### src/rtl/adc_types_pkg.sv
`default_nettype none

package adc_types_pkg;

   // one sample from the converter pins or the test counter
   localparam int ADC_WIDTH = 12;

   // pwm increment, also the gain register width
   localparam int GAIN_WIDTH = 8;

   localparam int LED_SEL_WIDTH = 2;  // four led modes

   // a sample or a trigger level, same width on purpose
   typedef logic [ADC_WIDTH-1:0] adc_sample_t;

   typedef logic [GAIN_WIDTH-1:0] gain_t;

   typedef logic [LED_SEL_WIDTH-1:0] led_sel_t;

endpackage

`default_nettype wire

### src/rtl/adc_regmap_pkg.sv
`default_nettype none

package adc_regmap_pkg;

   localparam int REG_ADDR_WIDTH = 8;
   localparam int REG_DATA_WIDTH = 8;

   typedef logic [REG_ADDR_WIDTH-1:0] reg_addr_t;
   typedef logic [REG_DATA_WIDTH-1:0] reg_data_t;

   // register addresses
   localparam reg_addr_t REG_GAIN     = 8'h00;
   localparam reg_addr_t REG_SETTINGS = 8'h01;
   localparam reg_addr_t REG_TRIG_LO  = 8'h02;
   localparam reg_addr_t REG_TRIG_HI  = 8'h03;
   localparam reg_addr_t REG_STATUS   = 8'h04;  // read only

   // settings byte fields
   localparam int SET_ARM_BIT = 0;
   localparam int SET_SRC_BIT = 1;  // 1 = adc pins, 0 = test counter
   localparam int SET_LED_LSB = 4;  // led mode in bits 5:4

   // status byte bits
   localparam int STAT_ARMED_BIT     = 0;
   localparam int STAT_TRIG_SEEN_BIT = 1;

   // upper part of the trigger level lives in its own byte
   localparam int TRIG_HI_WIDTH = adc_types_pkg::ADC_WIDTH - REG_DATA_WIDTH;

   // led mode encodings
   localparam adc_types_pkg::led_sel_t LED_MODE_STATE = 2'd0;
   localparam adc_types_pkg::led_sel_t LED_MODE_BEAT  = 2'd1;
   localparam adc_types_pkg::led_sel_t LED_MODE_ON    = 2'd2;
   localparam adc_types_pkg::led_sel_t LED_MODE_OFF   = 2'd3;

   typedef struct packed {
      adc_types_pkg::gain_t       gain;
      adc_types_pkg::adc_sample_t trig_level;
      logic                       arm;
      logic                       use_adc;
      adc_types_pkg::led_sel_t    led_select;
   } adc_ctrl_t;

endpackage

`default_nettype wire

### src/rtl/adc_reg_block.sv
`timescale 1ns/1ps
`default_nettype none

module adc_reg_block (
   input  wire                            ADC_clk_sample,
   input  wire                            reset,
   input  wire adc_regmap_pkg::reg_addr_t reg_address_i,
   input  wire adc_regmap_pkg::reg_data_t reg_datai_i,
   input  wire                            reg_read_i,
   input  wire                            reg_write_i,
   input  wire                            trig_pulse_i,
   output adc_regmap_pkg::reg_data_t      reg_datao_o,
   output adc_regmap_pkg::adc_ctrl_t      ctrl_o
);

   import adc_regmap_pkg::*;

   reg_data_t                gain_reg;
   reg_data_t                settings_reg;  // full byte kept for readback
   reg_data_t                trig_lo_reg;
   logic [TRIG_HI_WIDTH-1:0] trig_hi_reg;
   logic                     trig_seen;     // sticky until settings are written
   reg_data_t                status;
   logic                     settings_wr;

   assign settings_wr = reg_write_i && (reg_address_i == REG_SETTINGS);

   // write decode, new value takes effect on the next cycle
   always_ff @(posedge ADC_clk_sample) begin
      if (reset) begin
         gain_reg     <= '0;
         settings_reg <= '0;
         trig_lo_reg  <= '0;
         trig_hi_reg  <= '0;
      end else if (reg_write_i) begin
         case (reg_address_i)
            REG_GAIN:     gain_reg     <= reg_datai_i;
            REG_SETTINGS: settings_reg <= reg_datai_i;
            REG_TRIG_LO:  trig_lo_reg  <= reg_datai_i;
            REG_TRIG_HI:  trig_hi_reg  <= reg_datai_i[TRIG_HI_WIDTH-1:0];
            default: ;  // status and unused addresses ignore writes
         endcase
      end
   end

   // a pulse in the same cycle as the clear wins
   always_ff @(posedge ADC_clk_sample) begin
      if (reset)
         trig_seen <= 1'b0;
      else if (trig_pulse_i)
         trig_seen <= 1'b1;
      else if (settings_wr)
         trig_seen <= 1'b0;
   end

   always_comb begin
      ctrl_o.gain       = gain_reg;
      ctrl_o.trig_level = {trig_hi_reg, trig_lo_reg};
      ctrl_o.arm        = settings_reg[SET_ARM_BIT];
      ctrl_o.use_adc    = settings_reg[SET_SRC_BIT];
      ctrl_o.led_select = settings_reg[SET_LED_LSB +: $bits(ctrl_o.led_select)];
   end

   always_comb begin
      status                     = '0;
      status[STAT_ARMED_BIT]     = settings_reg[SET_ARM_BIT];
      status[STAT_TRIG_SEEN_BIT] = trig_seen;
   end

   // read mux, zero when not reading
   always_comb begin
      reg_datao_o = '0;
      if (reg_read_i) begin
         case (reg_address_i)
            REG_GAIN:     reg_datao_o = gain_reg;
            REG_SETTINGS: reg_datao_o = settings_reg;
            REG_TRIG_LO:  reg_datao_o = trig_lo_reg;
            REG_TRIG_HI:  reg_datao_o = reg_data_t'(trig_hi_reg);
            REG_STATUS:   reg_datao_o = status;
            default:      reg_datao_o = '0;
         endcase
      end
   end

endmodule

`default_nettype wire

### src/rtl/adc_sample_source.sv
`timescale 1ns/1ps
`default_nettype none

module adc_sample_source (
   input  wire                             ADC_clk_sample,
   input  wire                             reset,
   input  wire adc_types_pkg::adc_sample_t adc_data_i,
   input  wire                             use_adc_i,
   output adc_types_pkg::adc_sample_t      sample_o
);

   import adc_types_pkg::*;

   adc_sample_t test_count;  // free running ramp

   // wraps at 4096 on its own
   always_ff @(posedge ADC_clk_sample) begin
      if (reset)
         test_count <= '0;
      else
         test_count <= test_count + 1'b1;
   end

   // one register stage from the pins in adc mode
   always_ff @(posedge ADC_clk_sample) begin
      if (use_adc_i)
         sample_o <= adc_data_i;
      else
         sample_o <= test_count;
   end

endmodule

`default_nettype wire

### src/rtl/adc_level_trigger.sv
`timescale 1ns/1ps
`default_nettype none

module adc_level_trigger (
   input  wire                             ADC_clk_sample,
   input  wire                             reset,
   input  wire adc_types_pkg::adc_sample_t sample_i,
   input  wire adc_types_pkg::adc_sample_t trig_level_i,
   input  wire                             arm_i,
   output logic                            trigger_o
);

   import adc_types_pkg::*;

   logic arm_q;
   logic arm_rise;
   logic allowed;  // waiting for the level after an arm
   logic hit;

   assign arm_rise = arm_i && !arm_q;

   // level top bit picks the direction
   always_comb begin
      if (trig_level_i[ADC_WIDTH-1])
         hit = allowed && (sample_i > trig_level_i);  // fire above the level
      else
         hit = allowed && (sample_i < trig_level_i);  // fire below the level
   end

   always_ff @(posedge ADC_clk_sample) begin
      if (reset) begin
         arm_q     <= 1'b0;
         allowed   <= 1'b0;
         trigger_o <= 1'b0;
      end else begin
         arm_q     <= arm_i;
         trigger_o <= hit;
         // closing the window on the hit keeps the pulse one cycle wide
         if (hit)
            allowed <= 1'b0;
         else if (arm_rise)
            allowed <= 1'b1;
      end
   end

endmodule

`default_nettype wire

### src/rtl/gain_pwm.sv
`timescale 1ns/1ps
`default_nettype none

module gain_pwm (
   input  wire                       ADC_clk_sample,
   input  wire                       reset,
   input  wire adc_types_pkg::gain_t gain_i,
   output logic                      pwm_o
);

   import adc_types_pkg::*;

   logic [GAIN_WIDTH:0] acc;  // msb is the carry out

   // first order accumulator, carry density follows gain/256
   always_ff @(posedge ADC_clk_sample) begin
      if (reset)
         acc <= '0;
      else
         acc <= {1'b0, acc[GAIN_WIDTH-1:0]} + {1'b0, gain_i};
   end

   assign pwm_o = acc[GAIN_WIDTH];

endmodule

`default_nettype wire

### src/rtl/led_status_mux.sv
`timescale 1ns/1ps
`default_nettype none

module led_status_mux #(
   parameter int pHEARTBEAT_BITS = 25
) (
   input  wire                          ADC_clk_sample,
   input  wire                          reset,
   input  wire adc_types_pkg::led_sel_t led_select_i,
   input  wire                          armed_i,
   input  wire                          trig_pulse_i,
   output logic                         led_armed_o,
   output logic                         led_capture_o
);

   import adc_regmap_pkg::*;

   logic [pHEARTBEAT_BITS-1:0] heartbeat;
   logic                       trig_toggle;  // flips once per trigger
   logic                       beat;

   always_ff @(posedge ADC_clk_sample) begin
      if (reset) begin
         heartbeat   <= '0;
         trig_toggle <= 1'b0;
      end else begin
         heartbeat <= heartbeat + 1'b1;
         if (trig_pulse_i)
            trig_toggle <= ~trig_toggle;
      end
   end

   assign beat = heartbeat[pHEARTBEAT_BITS-1];

   always_comb begin
      case (led_select_i)
         LED_MODE_STATE: begin
            led_armed_o   = armed_i;
            led_capture_o = trig_toggle;
         end
         LED_MODE_BEAT: begin  // alternate blink
            led_armed_o   = beat;
            led_capture_o = ~beat;
         end
         LED_MODE_ON: begin
            led_armed_o   = 1'b1;
            led_capture_o = 1'b1;
         end
         LED_MODE_OFF: begin
            led_armed_o   = 1'b0;
            led_capture_o = 1'b0;
         end
         default: begin
            led_armed_o   = 1'b0;
            led_capture_o = 1'b0;
         end
      endcase
   end

endmodule

`default_nettype wire

### src/rtl/adc_frontend_top.sv
`timescale 1ns/1ps
`default_nettype none

module adc_frontend_top #(
   parameter int pHEARTBEAT_BITS = 25
) (
   input  wire                             ADC_clk_sample,
   input  wire                             reset,
   input  wire adc_types_pkg::adc_sample_t adc_data_i,
   // register port
   input  wire adc_regmap_pkg::reg_addr_t  reg_address_i,
   input  wire adc_regmap_pkg::reg_data_t  reg_datai_i,
   input  wire                             reg_read_i,
   input  wire                             reg_write_i,
   output wire adc_regmap_pkg::reg_data_t  reg_datao_o,
   // data path and board outputs
   output wire adc_types_pkg::adc_sample_t sample_o,
   output wire                             trigger_adc_o,
   output wire                             armed_o,
   output wire                             amp_gain_o,
   output wire                             led_armed_o,
   output wire                             led_capture_o
);

   import adc_types_pkg::*;
   import adc_regmap_pkg::*;

   adc_ctrl_t   ctrl;
   adc_sample_t sample;
   logic        trig_pulse;

   adc_reg_block i_reg_block (
      .ADC_clk_sample (ADC_clk_sample),
      .reset          (reset),
      .reg_address_i  (reg_address_i),
      .reg_datai_i    (reg_datai_i),
      .reg_read_i     (reg_read_i),
      .reg_write_i    (reg_write_i),
      .trig_pulse_i   (trig_pulse),
      .reg_datao_o    (reg_datao_o),
      .ctrl_o         (ctrl)
   );

   adc_sample_source i_sample_source (
      .ADC_clk_sample (ADC_clk_sample),
      .reset          (reset),
      .adc_data_i     (adc_data_i),
      .use_adc_i      (ctrl.use_adc),
      .sample_o       (sample)
   );

   adc_level_trigger i_level_trigger (
      .ADC_clk_sample (ADC_clk_sample),
      .reset          (reset),
      .sample_i       (sample),
      .trig_level_i   (ctrl.trig_level),
      .arm_i          (ctrl.arm),
      .trigger_o      (trig_pulse)
   );

   gain_pwm i_gain_pwm (
      .ADC_clk_sample (ADC_clk_sample),
      .reset          (reset),
      .gain_i         (ctrl.gain),
      .pwm_o          (amp_gain_o)
   );

   led_status_mux #(
      .pHEARTBEAT_BITS (pHEARTBEAT_BITS)
   ) i_led_status_mux (
      .ADC_clk_sample (ADC_clk_sample),
      .reset          (reset),
      .led_select_i   (ctrl.led_select),
      .armed_i        (ctrl.arm),
      .trig_pulse_i   (trig_pulse),
      .led_armed_o    (led_armed_o),
      .led_capture_o  (led_capture_o)
   );

   assign sample_o      = sample;
   assign trigger_adc_o = trig_pulse;
   assign armed_o       = ctrl.arm;  // arm bit straight from the settings register

endmodule

`default_nettype wire

### config.mk
export PLATFORM = sky130hd
export DESIGN_NAME = adc_frontend_top
export DESIGN_NICKNAME = d
export VERILOG_FILES = /design/src/rtl/adc_types_pkg.sv /design/src/rtl/adc_regmap_pkg.sv /design/src/rtl/adc_reg_block.sv /design/src/rtl/adc_sample_source.sv /design/src/rtl/adc_level_trigger.sv /design/src/rtl/gain_pwm.sv /design/src/rtl/led_status_mux.sv /design/src/rtl/adc_frontend_top.sv
export SDC_FILE = /design/constraint.sdc
export NUM_CORES = 1
export LEC_CHECK = 0
export BUFFER_PORTS_ARGS = -buffer_cell sky130_fd_sc_hd__buf_2
export CAP_MARGIN = 20
export CORE_MARGIN = 5
export CORE_UTILIZATION = 52
export DETAILED_ROUTE_END_ITERATION = 10
export HOLD_SLACK_MARGIN = 0.1
export PLACE_DENSITY = 0.76
export SYNTH_ARGS = -nofsm -noshare
export SYNTH_HDL_FRONTEND = slang
export SYNTH_SLANG_ARGS = --single-unit
### constraint.sdc
create_clock -name ADC_clk_sample -period 1.7 [get_ports ADC_clk_sample]
set_input_delay 0.34 -clock ADC_clk_sample [delete_from_list [all_inputs] [get_ports ADC_clk_sample]]
set_output_delay 0.34 -clock ADC_clk_sample [all_outputs]
set_load 0.005 [all_outputs]
==> flow_summary.json <==
{
  "max_cap_viol": 0,
  "failed_checks": "setup timing",
  "synth_fp_nets": 501,
  "fin_nets": 584,
  "cp.arrival_ns": 1.53,
  "final-hold-violation-count": 0,
  "cell_area_after_layout_um2": 5240,
  "design.portCount": 57,
  "netlist_area_um2": 4170,
  "fin_skew_ns": 0.0182,
  "dr_total_vias": 3318,
  "reg_top3": "i_led_status_mux.heartbeat: 25 flops, i_sample_source.sample_o: 12 flops, i_sample_source.test_count: 12 flops",
  "timing.final.setup_violations": 18,
  "post_route_worst_hold_slack_ns": 0.192,
  "filler_cell_count": 590,
  "area.growth.synth_to_final_pct": 25.5,
  "path_cells": "buf_6, mux4_2, nor2b_1, buf_2",
  "drt_first_pass_iters": 4,
  "final-max-slew-violation-count": 0,
  "yosysWarningCount": 0,
  "peakVddDrop_mv": 0.418,
  "core.rowCount": 32,
  "synthesis.instances": 446,
  "power.total_mw": 4.08,
  "fin_crit_sh": 1.10,
  "grt_setup_unrepaired": "yes",
  "synth_area_per_cell_um2": 9.36,
  "hold_buffers": 0,
  "number_of_antenna_violations_at_the_first_check_in_global_routing": 0,
  "antenna_diode_count": 0,
  "sequential_area_share_after_synthesis": 0.437,
  "max-clock-path-buffers": 2,
  "grt_remaining_overflow": 0,
  "fp.dieH_um": 99.6,
  "dpl_cell_area_um2": 4760,
  "cts_num_sinks": 91,
  "maximum_number_of_pins_on_one_net_before_global_route_repair": 69,
  "drive_gt1_frac": 0.305,
  "power.density_nw_per_um2": 779,
  "critPathKind": "flip-flop to primary output",
  "async_flop_share": 0,
  "top_register": "i_led_status_mux.heartbeat",
  "detail_route.iter0.violations": 146,
  "via_per_inst": 5.22,
  "drc": 0,
  "clock.fmax_mhz": 536,
  "die_x_um": 99.6,
  "max_ffs_per_register": 25,
  "port_buffer_count": 56,
  "design.die.area_um2": 9920,
  "slowest_stage": "mux4_2",
  "cts-htree-levels": 3,
  "grtUsageTotal": 0.188,
  "slew-limit-headroom": 0.783,
  "synth_enable_flop_cells": 0,
  "core_area_um2": 7770,
  "clkTransAtPathRegs_ns": 0.10,
  "tightestPinTransition_ns": 0.326,
  "worst_skew_pair.late_latency_ns": 0.37,
  "worst_setup_path_start_kind": "flip-flop",
  "max_stage_delay_ns": 0.45,
  "first_global_vias": 3332,
  "hpwlAfterDp_um": 6560,
  "worstPathMaxFanout": 2,
  "ys.flop_type": "dfxtp_1",
  "flop_and_latch_count_out_of_synthesis": 91,
  "routedWlPerCell_um": 14.4,
  "setup-tns-final_ns": -1.42,
  "outcome": "complete, but fails checks",
  "cts_tree": "yes",
  "synth_cell_type_count": 43,
  "worst_hold_path_type": "primary input to flip-flop",
  "start_util": 0.537,
  "leakage_power_nw": 2.18,
  "numCtsBuffers": 9,
  "worst_setup_ep_type": "primary output",
  "root_buffer": "clkbuf_8",
  "period_needed_ns": 1.87,
  "detail-route-antenna-nets": 0,
  "worst_ep_required_time_ns": 1.36,
  "grt_first_pass_wirelength_um": 15200,
  "wl_um": 9170,
  "postLayoutSetupSlackWorst_ns": -0.166,
  "gpl.final_weighted_congestion": 0.896
}
-- final cells by class --
class / instances / area, µm² / area share
clock buffers: 13 / 169 / 0.0323
clock inverters: 3 / 68.8 / 0.0131
multi-input cells: 320 / 2390 / 0.457
well taps: 102 / 128 / 0.0244
inverters: 19 / 71.3 / 0.0136
flip-flops and latches: 91 / 1840 / 0.351
repair buffers: 88 / 569 / 0.109
-- critical path: cells and delay by family (launching register included) --
| kind | cells | cell delay, ns |
|---|---|---|
| mux | 1 | 0.45 |
| flops | 1 | 0.35 |
| buf+inv | 2 | 0.24 |
| simple gates | 1 | 0.14 |
-- where the power goes --
group	total, mW	switching [mW]	internal (mW)
combinational	0.205	0.109	0.0961
clock	1.71	0.753	0.953
sequential	2.17	0.0182	2.15
-- cell usage in the layout, fill, tap and decap left out, drive strengths merged, types with 3 or more instances in the layout --
cell type / n
ha: 22
nand4: 10
a21oi: 14
a211oi: 4
nand2: 13
inv: 19
xnor2: 9
nand2b: 3
dfxtp: 91
nor2b: 14
mux2: 12
o21ai: 9
xor2: 28
nor3: 10
and3: 7
buf: 88
nand3: 19
nor2: 89
clkbuf: 13
mux2i: 36
-- path summary, 6_finish.rpt --
path                                 start                             to  slack [ns]  cells past startpoint
min reg2reg  i_led_status_mux.heartbeat[0]  i_led_status_mux.heartbeat[0]        0.47                      1
max reg2reg        i_reg_block.gain_reg[0]              i_gain_pwm.acc[7]       -0.11                      8
max                i_reg_block.gain_reg[2]                 reg_datao_o[2]       -0.17                      4
min                         adc_data_i[11]   i_sample_source.sample_o[11]        0.19                      2
-- per-layer routing --
layer	GRT usage	share of wire	up-vias
li1	-	-	1680
met1	0.223	0.43	1550
met2	0.331	0.51	73
met3	0.0302	0.045	15
met4	0.0882	0.021	0
met5	0	0	-
-- Yosys cell counts (all sizes together), types with 12 or more instances --
cell | count | area (µm²)
clkbuf | 12 | 45.0
mux2i | 36 | 360
nand3 | 19 | 95.1
xor2 | 28 | 245
dfxtp | 91 | 1820
a21oi | 14 | 70.1
nand2 | 13 | 51.3
ha | 22 | 275
mux2 | 12 | 135
nor2 | 89 | 342
nor2b | 14 | 87.6
inv | 19 | 71.3
-- kinds of logic (layout without fill, tap and decap cells) --
| group | count (synthesis) | after routing | synth area share |
|---|---|---|---|
| AOI/OAI and AO/OA | 37 | 37 | 0.0537 |
| xor gates and xnor gates | 37 | 37 | 0.0777 |
| adders and majority gates | 23 | 23 | 0.0708 |
| buffers and inverters | 35 | 123 | 0.0327 |
| DFF | 91 | 91 | 0.437 |
| muxes | 50 | 50 | 0.130 |
| and+or+nand+nor | 173 | 173 | 0.199 |
-- stage by stage --
step | worst slack (ns) | util | instances
final | -0.166 | 0.674 | 636
after global routing | -0.221 | 0.674 | 636
after CTS | -0.159 | 0.663 | 636
after detailed placement | -0.358 | 0.613 | 618
after global placement | -0.269 | 0.613 | 618
after floorplan | -0.113 | - | 446
-- timing repair --
action                                  in CTS  in global routing
setup buffers                                2                  0
pin swaps                                   14                 15
endpoints found under the setup margin      13                 36
hold endpoints to repair                     0                  0
gates resized for setup                     35                 18
Power figures use the tool's default switching activity.
